==> config.mk <==
export PLATFORM = sky130hd
export DESIGN_NAME = fpNextUnit
export DESIGN_NICKNAME = d
export VERILOG_FILES = /design/src/fpPkg.sv /design/src/fpDecomp.sv /design/src/fpCompare.sv /design/src/fpNextAfter.sv /design/src/fpNextUnit.sv
export SDC_FILE = /design/constraint.sdc
export NUM_CORES = 1
export LEC_CHECK = 0
export BUFFER_PORTS_ARGS = -buffer_cell sky130_fd_sc_hd__buf_4
export CAP_MARGIN = 20
export CORE_MARGIN = 8
export CORE_UTILIZATION = 35
export CTS_CLUSTER_DIAMETER = 30
export DETAILED_ROUTE_END_ITERATION = 10
export PLACE_DENSITY_LB_ADDON = 0.08
export SLEW_MARGIN = 20
export SYNTH_ARGS = -nofsm -noshare
export SYNTH_HDL_FRONTEND = slang
export SYNTH_HIERARCHICAL = 1
export SYNTH_SLANG_ARGS = --single-unit
==> constraint.sdc <==
create_clock -name clk -period 9.45 [get_ports clk]
set_clock_uncertainty 0.2 [all_clocks]
set_input_delay 0 -clock clk [delete_from_list [all_inputs] [get_ports clk]]
set_output_delay 0 -clock clk [all_outputs]
set_load 0.02 [all_outputs]
==> src/fpPkg.sv <==
/*
 * Shared single-precision format definitions for the nextafter unit.
 * Import into a module body to get the field widths, the word type and
 * the comparison result encoding.
 */

package fpPkg;

	// ========================================================================
	// Format geometry
	// ========================================================================

	// Top bit of a word, which also holds the sign
	localparam int wordMsb = 31;

	// Biased exponent width
	localparam int expBits = 8;

	// Stored fraction width, without the hidden bit
	localparam int fracBits = 23;

	// Exponent value reserved for infinity and NaN
	localparam logic [expBits-1:0] expMax = 8'hFF;

	// ========================================================================
	// Types
	// ========================================================================

	// Raw 32-bit word laid out as sign, exponent, fraction
	typedef logic [wordMsb:0] fpWord_t;

	// Outcome of ordering a against b
	// Unordered means at least one operand is a NaN
	typedef enum logic [1:0] {
		cmpLess      = 2'd0,
		cmpEqual     = 2'd1,
		cmpGreater   = 2'd2,
		cmpUnordered = 2'd3
	} cmpResult_t;

endpackage

==> src/fpDecomp.sv <==
/*
 * Combinational field splitter for a single-precision word.
 * Gives the sign, exponent and fraction along with zero, infinity and
 * NaN class flags for use by the compare and nextafter logic.
 */
`timescale 1ns/10ps

module fpDecomp (
	input  fpPkg::fpWord_t                word,
	output logic                          sign,
	output logic [fpPkg::expBits-1:0]     exponent,
	output logic [fpPkg::fracBits-1:0]    fraction,
	output logic                          isZero,
	output logic                          isInf,
	output logic                          isNan
);
	import fpPkg::*;

	// Exponent is all zeros, so the word is a zero or a subnormal
	logic expZero;

	// Exponent is all ones, so the word is an infinity or a NaN
	logic expOnes;

	// No fraction bits set
	logic fracZero;

	// ========================================================================
	// Field extraction
	// ========================================================================

	// Sign lives in the top bit
	assign sign = word[wordMsb];

	// Exponent sits just below the sign
	assign exponent = word[wordMsb-1 -: expBits];

	// The fraction fills the low bits
	assign fraction = word[fracBits-1:0];

	// ========================================================================
	// Classification
	// ========================================================================

	assign expZero  = (exponent == '0);
	assign expOnes  = (exponent == expMax);
	assign fracZero = (fraction == '0);

	// Either sign of zero counts as zero
	assign isZero = expZero && fracZero;

	// Reserved exponent with an empty fraction is infinity
	assign isInf = expOnes && fracZero;

	// Any fraction bit under the reserved exponent makes a NaN
	// Quiet and signalling NaNs are not told apart here
	assign isNan = expOnes && !fracZero;

endmodule

==> src/fpCompare.sv <==
/*
 * Combinational IEEE ordering of two single-precision words.
 * Returns less, equal, greater or unordered as seen from operand a.
 */
`timescale 1ns/10ps

module fpCompare (
	input  fpPkg::fpWord_t       a,
	input  fpPkg::fpWord_t       b,
	output fpPkg::cmpResult_t    result
);
	import fpPkg::*;

	// Fields and class flags of both operands
	logic                  signA;
	logic                  signB;
	logic [expBits-1:0]    expA;
	logic [expBits-1:0]    expB;
	logic [fracBits-1:0]   fracA;
	logic [fracBits-1:0]   fracB;
	logic                  zeroA;
	logic                  zeroB;
	logic                  nanA;
	logic                  nanB;

	// Magnitudes without the sign, which order like unsigned integers
	logic [wordMsb-1:0]    magA;
	logic [wordMsb-1:0]    magB;

	fpDecomp uDecompA (
		.word     (a),
		.sign     (signA),
		.exponent (expA),
		.fraction (fracA),
		.isZero   (zeroA),
		.isInf    (),
		.isNan    (nanA)
	);

	fpDecomp uDecompB (
		.word     (b),
		.sign     (signB),
		.exponent (expB),
		.fraction (fracB),
		.isZero   (zeroB),
		.isInf    (),
		.isNan    (nanB)
	);

	assign magA = {expA, fracA};
	assign magB = {expB, fracB};

	// ========================================================================
	// Ordering
	// ========================================================================

	always_comb begin
		if (nanA || nanB) begin
			// NaN compares with nothing
			result = cmpUnordered;
		end else if ((zeroA && zeroB) || (a == b)) begin
			// Both zeros are equal whatever their signs
			result = cmpEqual;
		end else if (signA != signB) begin
			// Mixed signs, so the negative operand is the smaller one
			result = signA ? cmpLess : cmpGreater;
		end else if (!signA) begin
			result = (magA < magB) ? cmpLess : cmpGreater;
		end else begin
			// Both negative, larger magnitude means smaller value
			result = (magA < magB) ? cmpGreater : cmpLess;
		end
	end

endmodule

==> src/fpNextAfter.sv <==
/*
 * Registered nextafter stage. Each cycle with ce high it captures the next
 * representable value after a toward b, and raises outValid one cycle later.
 */
`timescale 1ns/10ps

module fpNextAfter (
	input  logic              clk,
	input  logic              rstN,
	input  logic              ce,
	input  fpPkg::fpWord_t    a,
	input  fpPkg::fpWord_t    b,
	output fpPkg::fpWord_t    o,
	output logic              outValid
);
	import fpPkg::*;

	// How a sits relative to b
	cmpResult_t cmp;

	// Class of operand a
	logic aSign;
	logic aZero;
	logic aNan;

	// High when the step moves a away from zero
	logic stepUp;

	// Neighbouring bit patterns of a
	fpWord_t aUp;
	fpWord_t aDown;

	// Smallest subnormal carrying the sign of b
	fpWord_t minSub;

	// Combinational result before the output register
	fpWord_t nextWord;

	// ========================================================================
	// Operand analysis
	// ========================================================================

	fpCompare uCompare (
		.a      (a),
		.b      (b),
		.result (cmp)
	);

	fpDecomp uDecompA (
		.word     (a),
		.sign     (aSign),
		.exponent (),
		.fraction (),
		.isZero   (aZero),
		.isInf    (),
		.isNan    (aNan)
	);

	// Positive a heading up or negative a heading down grows the magnitude
	assign stepUp = (!aSign && (cmp == cmpLess)) || (aSign && (cmp == cmpGreater));

	// Adjacent patterns are adjacent values for a fixed sign
	// The carry out of the largest finite pattern lands on infinity,
	// and infinity minus one is the largest finite number
	assign aUp   = a + fpWord_t'(1);
	assign aDown = a - fpWord_t'(1);

	assign minSub = {b[wordMsb], {(wordMsb - 1){1'b0}}, 1'b1};

	// ========================================================================
	// Result selection
	// ========================================================================

	always_comb begin
		if (cmp == cmpUnordered) begin
			// Pass the NaN through, a first
			nextWord = aNan ? a : b;
		end else if (cmp == cmpEqual) begin
			nextWord = a;
		end else if (aZero) begin
			// Zero of either sign steps out to the smallest subnormal
			nextWord = minSub;
		end else begin
			nextWord = stepUp ? aUp : aDown;
		end
	end

	// ========================================================================
	// Output register
	// ========================================================================

	always_ff @(posedge clk) begin
		if (!rstN) begin
			o        <= '0;
			outValid <= 1'b0;
		end else begin
			// The strobe follows ce every cycle, so each input appears once
			outValid <= ce;
			if (ce) begin
				o <= nextWord;
			end
		end
	end

endmodule

==> src/fpNextUnit.sv <==
/*
 * Top level of the nextafter unit. An input strobe with a and b produces
 * an output strobe with the result exactly one cycle later.
 */
`timescale 1ns/10ps

module fpNextUnit (
	input  logic              clk,
	input  logic              rstN,
	input  logic              inValid,
	input  fpPkg::fpWord_t    a,
	input  fpPkg::fpWord_t    b,
	output logic              outValid,
	output fpPkg::fpWord_t    o
);
	import fpPkg::*;

	// Result straight from the stage register
	fpWord_t stageOut;

	// Strobe straight from the stage register
	logic stageValid;

	// ========================================================================
	// Single pipeline stage
	// ========================================================================

	// The input strobe acts as the clock enable, since nothing stalls
	fpNextAfter uNextAfter (
		.clk      (clk),
		.rstN     (rstN),
		.ce       (inValid),
		.a        (a),
		.b        (b),
		.o        (stageOut),
		.outValid (stageValid)
	);

	// Both outputs come directly from registers in the stage
	assign o        = stageOut;
	assign outValid = stageValid;

endmodule

=== After elaboration in Yosys (flattened, before gate mapping) ===
Cells that the tools add are included.

* Memories kept: 0
* RAM bits: 0
* Latch bits: 0
* Output and inout port bits: 33
* Input port bits: 67
* Bits in registers: 33
* ROM bits: 0
* Logic and storage cells: 42

* Mux-type cells: 12
* Multiply operators: 0
* Reductions and logical operators: 18
* Eq/ne operators: 7
* Add/subtract/negate cells: 2
* $lt $le $gt $ge: 1
* Shift operators: 0
* Bitwise gates (word level): 0
* Divide/modulo/power cells: 0

{| class="wikitable"
|+ Operator list
! cell !! count
|-
| $mux W32 || 5
|-
| $logic_not A23 Y1 || 2
|-
| $add A32 B1 Y32 const B || 1
|-
| $eq A32 B32 Y1 || 1
|-
| $sub A32 B1 Y32 const B || 1
|-
| $lt A31 B31 Y1 || 1
|-
| $eq A8 B8 Y1 const B || 2
|-
| $logic_not A8 Y1 || 2
|-
| $mux W2 || 7
|-
| $logic_and A1 B1 Y1 || 7
|-
| $eq A2 B2 Y1 const B || 2
|-
| $logic_not A1 Y1 || 3
|-
| $logic_or A1 B1 Y1 || 3
|-
| $eq A2 B1 Y1 const B || 1
|-
| $logic_not A2 Y1 || 1
|-
| $ne A1 B1 Y1 || 1
|}

=== Logic depth before layout (Yosys ltp) ===
* Word-level depth: 13
* Depth in mapped cells: 22
* Depth with buffers taken out: 19

=== Hierarchy ===
The synthesis kept the hierarchy.

{| class="wikitable"
|+ Modules (own cells, without submodules)
! module !! times used !! sequential area each (µm²) !! cells each !! area an instance (µm²)
|-
| fpNextAfter || 1 || 660.6 || 558 || 3743.6
|-
| fpCompare || 1 || 0.0 || 159 || 1162.4
|-
| fpDecomp || 3 || 0.0 || 49 || 347.8
|}

=== Worst setup path after synthesis ===
OpenSTA, ideal clock, no wires.

* Kind: input-to-reg
* Start: in a[22]
* End: reg uNextAfter.o[24]
* Arrival time: 4.080 ns
* Path buffers: 3
* Cell stages on the path: 19
* Setup slack: 5.090 ns
* Required time: 9.169 ns
* Library setup time: 0.081 ns
* Path through: buf_4 > ha_1 > and4_1 > or3b_1 > o311a_1 > a211oi_2 > buf_2 > xor2_2 > nor2_4 > clkbuf_1 > xnor2_1 > ha_1 > nor4_1 > a22o_1 > a22oi_1 > nor4_2 > a22oi_1 > or3_1 > a41oi_1

* Longest elaborated chain between the ends: 13
* Elaborated cells between the ends (all ways): 29
* Those cells by class: add/sub: 2; order compare: 1; eq/ne: 4; mux: 11; reduce/logical: 11

{| class="wikitable"
|+ RTL lines
! what !! RTL line !! RTL
|-
| start, declared || fpNextUnit.sv:11 || <nowiki>input fpPkg::fpWord_t a,</nowiki>
|-
| $lt A31 B31 Y1 / $logic_not A23 Y1 (equally long branches) || fpCompare.sv:68, fpCompare.sv:71, fpDecomp.sv:47 ||
|-
| $mux W2, or another cell as far along || fpCompare.sv:68 || <nowiki>result = (magA < magB) ? cmpLess : cmpGreater;</nowiki>
|-
| $mux W2 / $logic_and A1 B1 Y1 (equally long branches) || fpCompare.sv:67, fpCompare.sv:61 ||
|-
| $mux W2 / $logic_or A1 B1 Y1 (equally long branches) || fpCompare.sv:64, fpCompare.sv:61 ||
|-
| $mux W2 || fpCompare.sv:61 || <nowiki>end else if ((zeroA && zeroB) || (a == b)) begin</nowiki>
|-
| $mux W2 (*) || fpCompare.sv:58 || <nowiki>if (nanA || nanB) begin</nowiki>
|-
| net uNextAfter.cmp[1] || fpNextAfter.sv:19 || <nowiki>cmpResult_t cmp;</nowiki>
|-
| $eq A2 B2 Y1 / $logic_not A2 Y1 (equally long branches) || fpNextAfter.sv:60 || <nowiki>assign stepUp = (!aSign && (cmp == cmpLess)) || (aSign && (cmp == cmpGreater));</nowiki>
|-
| $logic_and A1 B1 Y1 || fpNextAfter.sv:60 ||
|-
| $logic_or A1 B1 Y1 || fpNextAfter.sv:60 ||
|-
| $mux W32 || fpNextAfter.sv:84 || <nowiki>nextWord = stepUp ? aUp : aDown;</nowiki>
|-
| $mux W32 || fpNextAfter.sv:80 || <nowiki>end else if (aZero) begin</nowiki>
|-
| $mux W32 || fpNextAfter.sv:78 || <nowiki>end else if (cmp == cmpEqual) begin</nowiki>
|-
| $mux W32 (*) || fpNextAfter.sv:75 || <nowiki>if (cmp == cmpUnordered) begin</nowiki>
|-
| end signal, assigned || fpNextAfter.sv:100 || <nowiki>o <= nextWord;</nowiki>
|-
| end, declared || fpNextAfter.sv:13 || <nowiki>output fpPkg::fpWord_t o,</nowiki>
|}

The timed path passes the listed nets; every way through them passes the cells marked *.
A chain may end at the register's enable or synchronous reset.

=== Worst setup path in the final report ===
* Start: in a[29]
* End: reg uNextAfter.o[26]

* Longest elaborated chain between the ends: 13
* Elaborated cells between the ends (all ways): 27
* Those cells by class: order compare: 1; eq/ne: 5; mux: 11; reduce/logical: 10

{| class="wikitable"
|+ RTL lines
! what !! RTL line
|-
| $lt A31 B31 Y1 / $logic_not A8 Y1 (equally long branches) || fpCompare.sv:68, fpCompare.sv:71, fpDecomp.sv:45
|-
| $mux W2, or another cell as far along || fpCompare.sv:68
|-
| $mux W2 / $logic_and A1 B1 Y1 (equally long branches) || fpCompare.sv:67, fpCompare.sv:61
|-
| $mux W2 / $logic_or A1 B1 Y1 (equally long branches) || fpCompare.sv:64, fpCompare.sv:61
|-
| $mux W2 || fpCompare.sv:61
|-
| $mux W2 (*) || fpCompare.sv:58
|-
| net uNextAfter.cmp[1] || fpNextAfter.sv:19
|-
| $eq A2 B2 Y1 / $logic_not A2 Y1 (equally long branches) || fpNextAfter.sv:60
|-
| $logic_and A1 B1 Y1 || fpNextAfter.sv:60
|-
| $logic_or A1 B1 Y1 || fpNextAfter.sv:60
|-
| $mux W32 || fpNextAfter.sv:84
|-
| $mux W32 || fpNextAfter.sv:80
|-
| $mux W32 || fpNextAfter.sv:78
|-
| $mux W32 (*) || fpNextAfter.sv:75
|}

Marks and branches as above.

==> key figures <==
Clock tree
  – Post-CTS Resized: 0
  – CTS tree: done
  – Clock insertion delay at the later pin of the skew report: 0.28 ns
  – Clock Path Buffers: 2
  – Clock-pin slew on the worst setup and hold paths: 0.06 ns
  – Post CTS Setup Buffer Count: 0
  – TritonCTS Sinks: 33
  – Clock root cell: clkbuf_16
  – H-tree levels: 2
  – Hold_buf cts: 8
  – TritonCTS Buffers: 5

Global route
  – GRT overflow: 0
  – Antenna violations before repair: 0
  – Vias in the first global route: roughly 6.0k
  – GRT Total Usage: a little under a quarter
  – Largest net degree at the start of global routing: 66
  – First-pass GRT wire length: around 36000 um

Die
  – Effective utilization at floorplan: 35.9%
  – Num rows: 46
  – Die width: 144 um
  – Core Box Area: roughly 0.016 mm2
  – Die height: 144 um
  – Die area: 0.0206 mm2
  – I/O pin count: 100

Route
  – Via count: 6173
  – DR vias/cell: about 5.9
  – Antenna viol nets, final: 0
  – Drt pass-1 iters: 5
  – Final Routed Wirelength: approximately 24000 um
  – DR WL/cell: 23.3 um
  – Residual DRC: 0
  – Initial DRC Count: between 400 and 500

Worst hold path
  – Hold Path Class: primary input to register
  – WHS Path Cells: 5
  – Hold Startpoint: b[22]

Worst setup path
  – CP max FO: 19
  – Critical path arrival: approximately 6 ns
  – Worst Path Class, Setup: primary input to register
  – Worst setup EP type: register
  – Critical Path Start Type: primary input
  – Worst EP required: ~9.5 ns
  – Worst r2r path cells: 3
  – RR Startpoint: uNextAfter/o[26]
  – CP startpoint: a[29]

Run status
  – Status: complete, no violations

Timing
  – Sum Neg Setup Slack: 0 ns
  – Worst Tran Pin Value: 0.794 ns
  – RSZ-0062 raised after global routing: no
  – Fin crit share: 65.0%
  – Peak Freq: 163 MHz
  – Post-route minimum period: 6.14 ns
  – Count of pins over their slew limit: 0
  – Fin Hold WS: 0.0318 ns
  – Final setup fails: 0
  – Final Hold Violating Endpoints: 0
  – Worst slew margin relative to its limit: a little under half

Power
  – Leakage: 2.49 nW
  – PD cells: between 100 and 150 mW/mm2
  – Maximum vdd drop: around 0.13 mV

Yosys
  – Synth Cell Area: 0.00570 mm2
  – Synth Net Count: 930
  – Synth warn: 6
  – Syn Area/Cell: between 6 and 7 um2
  – Syn Inst Count: just over 800

Finish
  – Post-layout net count: 927
  – Layout fillers: around 1.7k
  – Synthesis-to-layout area growth: 10.2%
  – Layout cells sized above 1: approximately 16%
  – Inserted Diodes: 0

Flow run
  – Number of max-cap violations: 0

Place
  – DP Wirelength: approximately 18000 um
  – Port bufs: 99
  – Global placer's final weighted congestion: ~0.9
-- routing by layer --
layer / wire length [um] / share of wire, % / vias up / global-route usage [%]
met1: 11400 / 47 / 2933 / 32.3
met2: 10600 / 43 / 257 / 34.6
li1: - / - / 2962 / -
met5: 0 / 0 / - / 0
met3: 1910 / 7.8 / 21 / 4.41
met4: 426 / 1.7 / 0 / 5.53
-- critical path, cell delays in order --
cell	delay, ns
dlygate4sd3_1	0.54
buf_4	0.20
ha_1	0.35
nand4_1	0.13
or3b_1	0.46
o311a_1	0.39
a211oi_2	0.20
buf_4	0.28
xor2_2	0.65
nor2_4	0.27
xnor2_1	0.21
ha_1	0.28
nor2_1	0.15
nand4_1	0.15
a22oi_1	0.49
nor2_1	0.14
mux2i_1	0.16
or3_1	0.35
a41oi_1	0.18
dlygate4sd3_1	0.58
-- sequential cells by signal, indices dropped and copies added, names as in the netlist --
| register | count |
|---|---|
| uNextAfter/o | 32 |
| uNextAfter/outValid | 1 |
-- through the flow --
stage / cells / utilization, % / area (um2) / power, W / worst slack, ns
after detailed placement: 1028 / 38.0 / 6030 / 0.000500 / 3.88
after CTS: 1044 / 39.6 / 6280 / 0.000701 / 3.42
final: 1044 / 39.6 / 6280 / 0.000701 / 3.31
after global routing: 1044 / 39.6 / 6280 / 0.000739 / 3.02
after global placement: 1028 / 38.0 / 6030 / 0.000500 / 3.92
after floorplan: 830 / - / 5700 / 0.000390 / 5.09
-- power breakdown --
| part | switching (W) | internal (W) | total, W |
|---|---|---|---|
| logic | 0.000218 | 0.000129 | 0.000346 |
| clock network | 0.0000627 | 0.000132 | 0.000194 |
| registers | 0.00000715 | 0.000153 | 0.000160 |
-- worst paths after layout --
check | to | slack, ns
worst min register to register | uNextAfter/o[4] | 0.29
worst max register to register | uNextAfter/o[26] | 7.97
worst max-delay path | uNextAfter/o[26] | 3.31
worst min-delay path | uNextAfter/o[22] | 0.03
-- layout by cell type, fill, tap and decap left out, drive strengths merged, types with 4 or more instances in the layout --
cell           n
a21oi         60
o31ai          4
nor3          30
a41oi          5
o21a           4
buf          105
clkbuf         7
nand2         80
nor3b          5
a31oi         11
o21ai         58
xnor2         54
xor2           7
and4           6
a211oi         8
nor2          54
a21o           5
or3            7
nand4         40
a22oi          7
dlygate4sd3    8
nor4          39
inv           38
and3           8
or2            5
nand3         21
dfxtp         33
or4            5
and2           6
ha            33
mux2i         26
-- cell type report --
cell class	count	area, um2	area share (%)
inverter	38	143	2.27
clock inverter	1	30.0	0.478
multi-input combinational	636	4170	66.4
timing repair buffer	113	868	13.8
clock buffer	7	143	2.27
tap	216	270	4.30
sequential	33	661	10.5
Power figures use the tool's default switching activity.
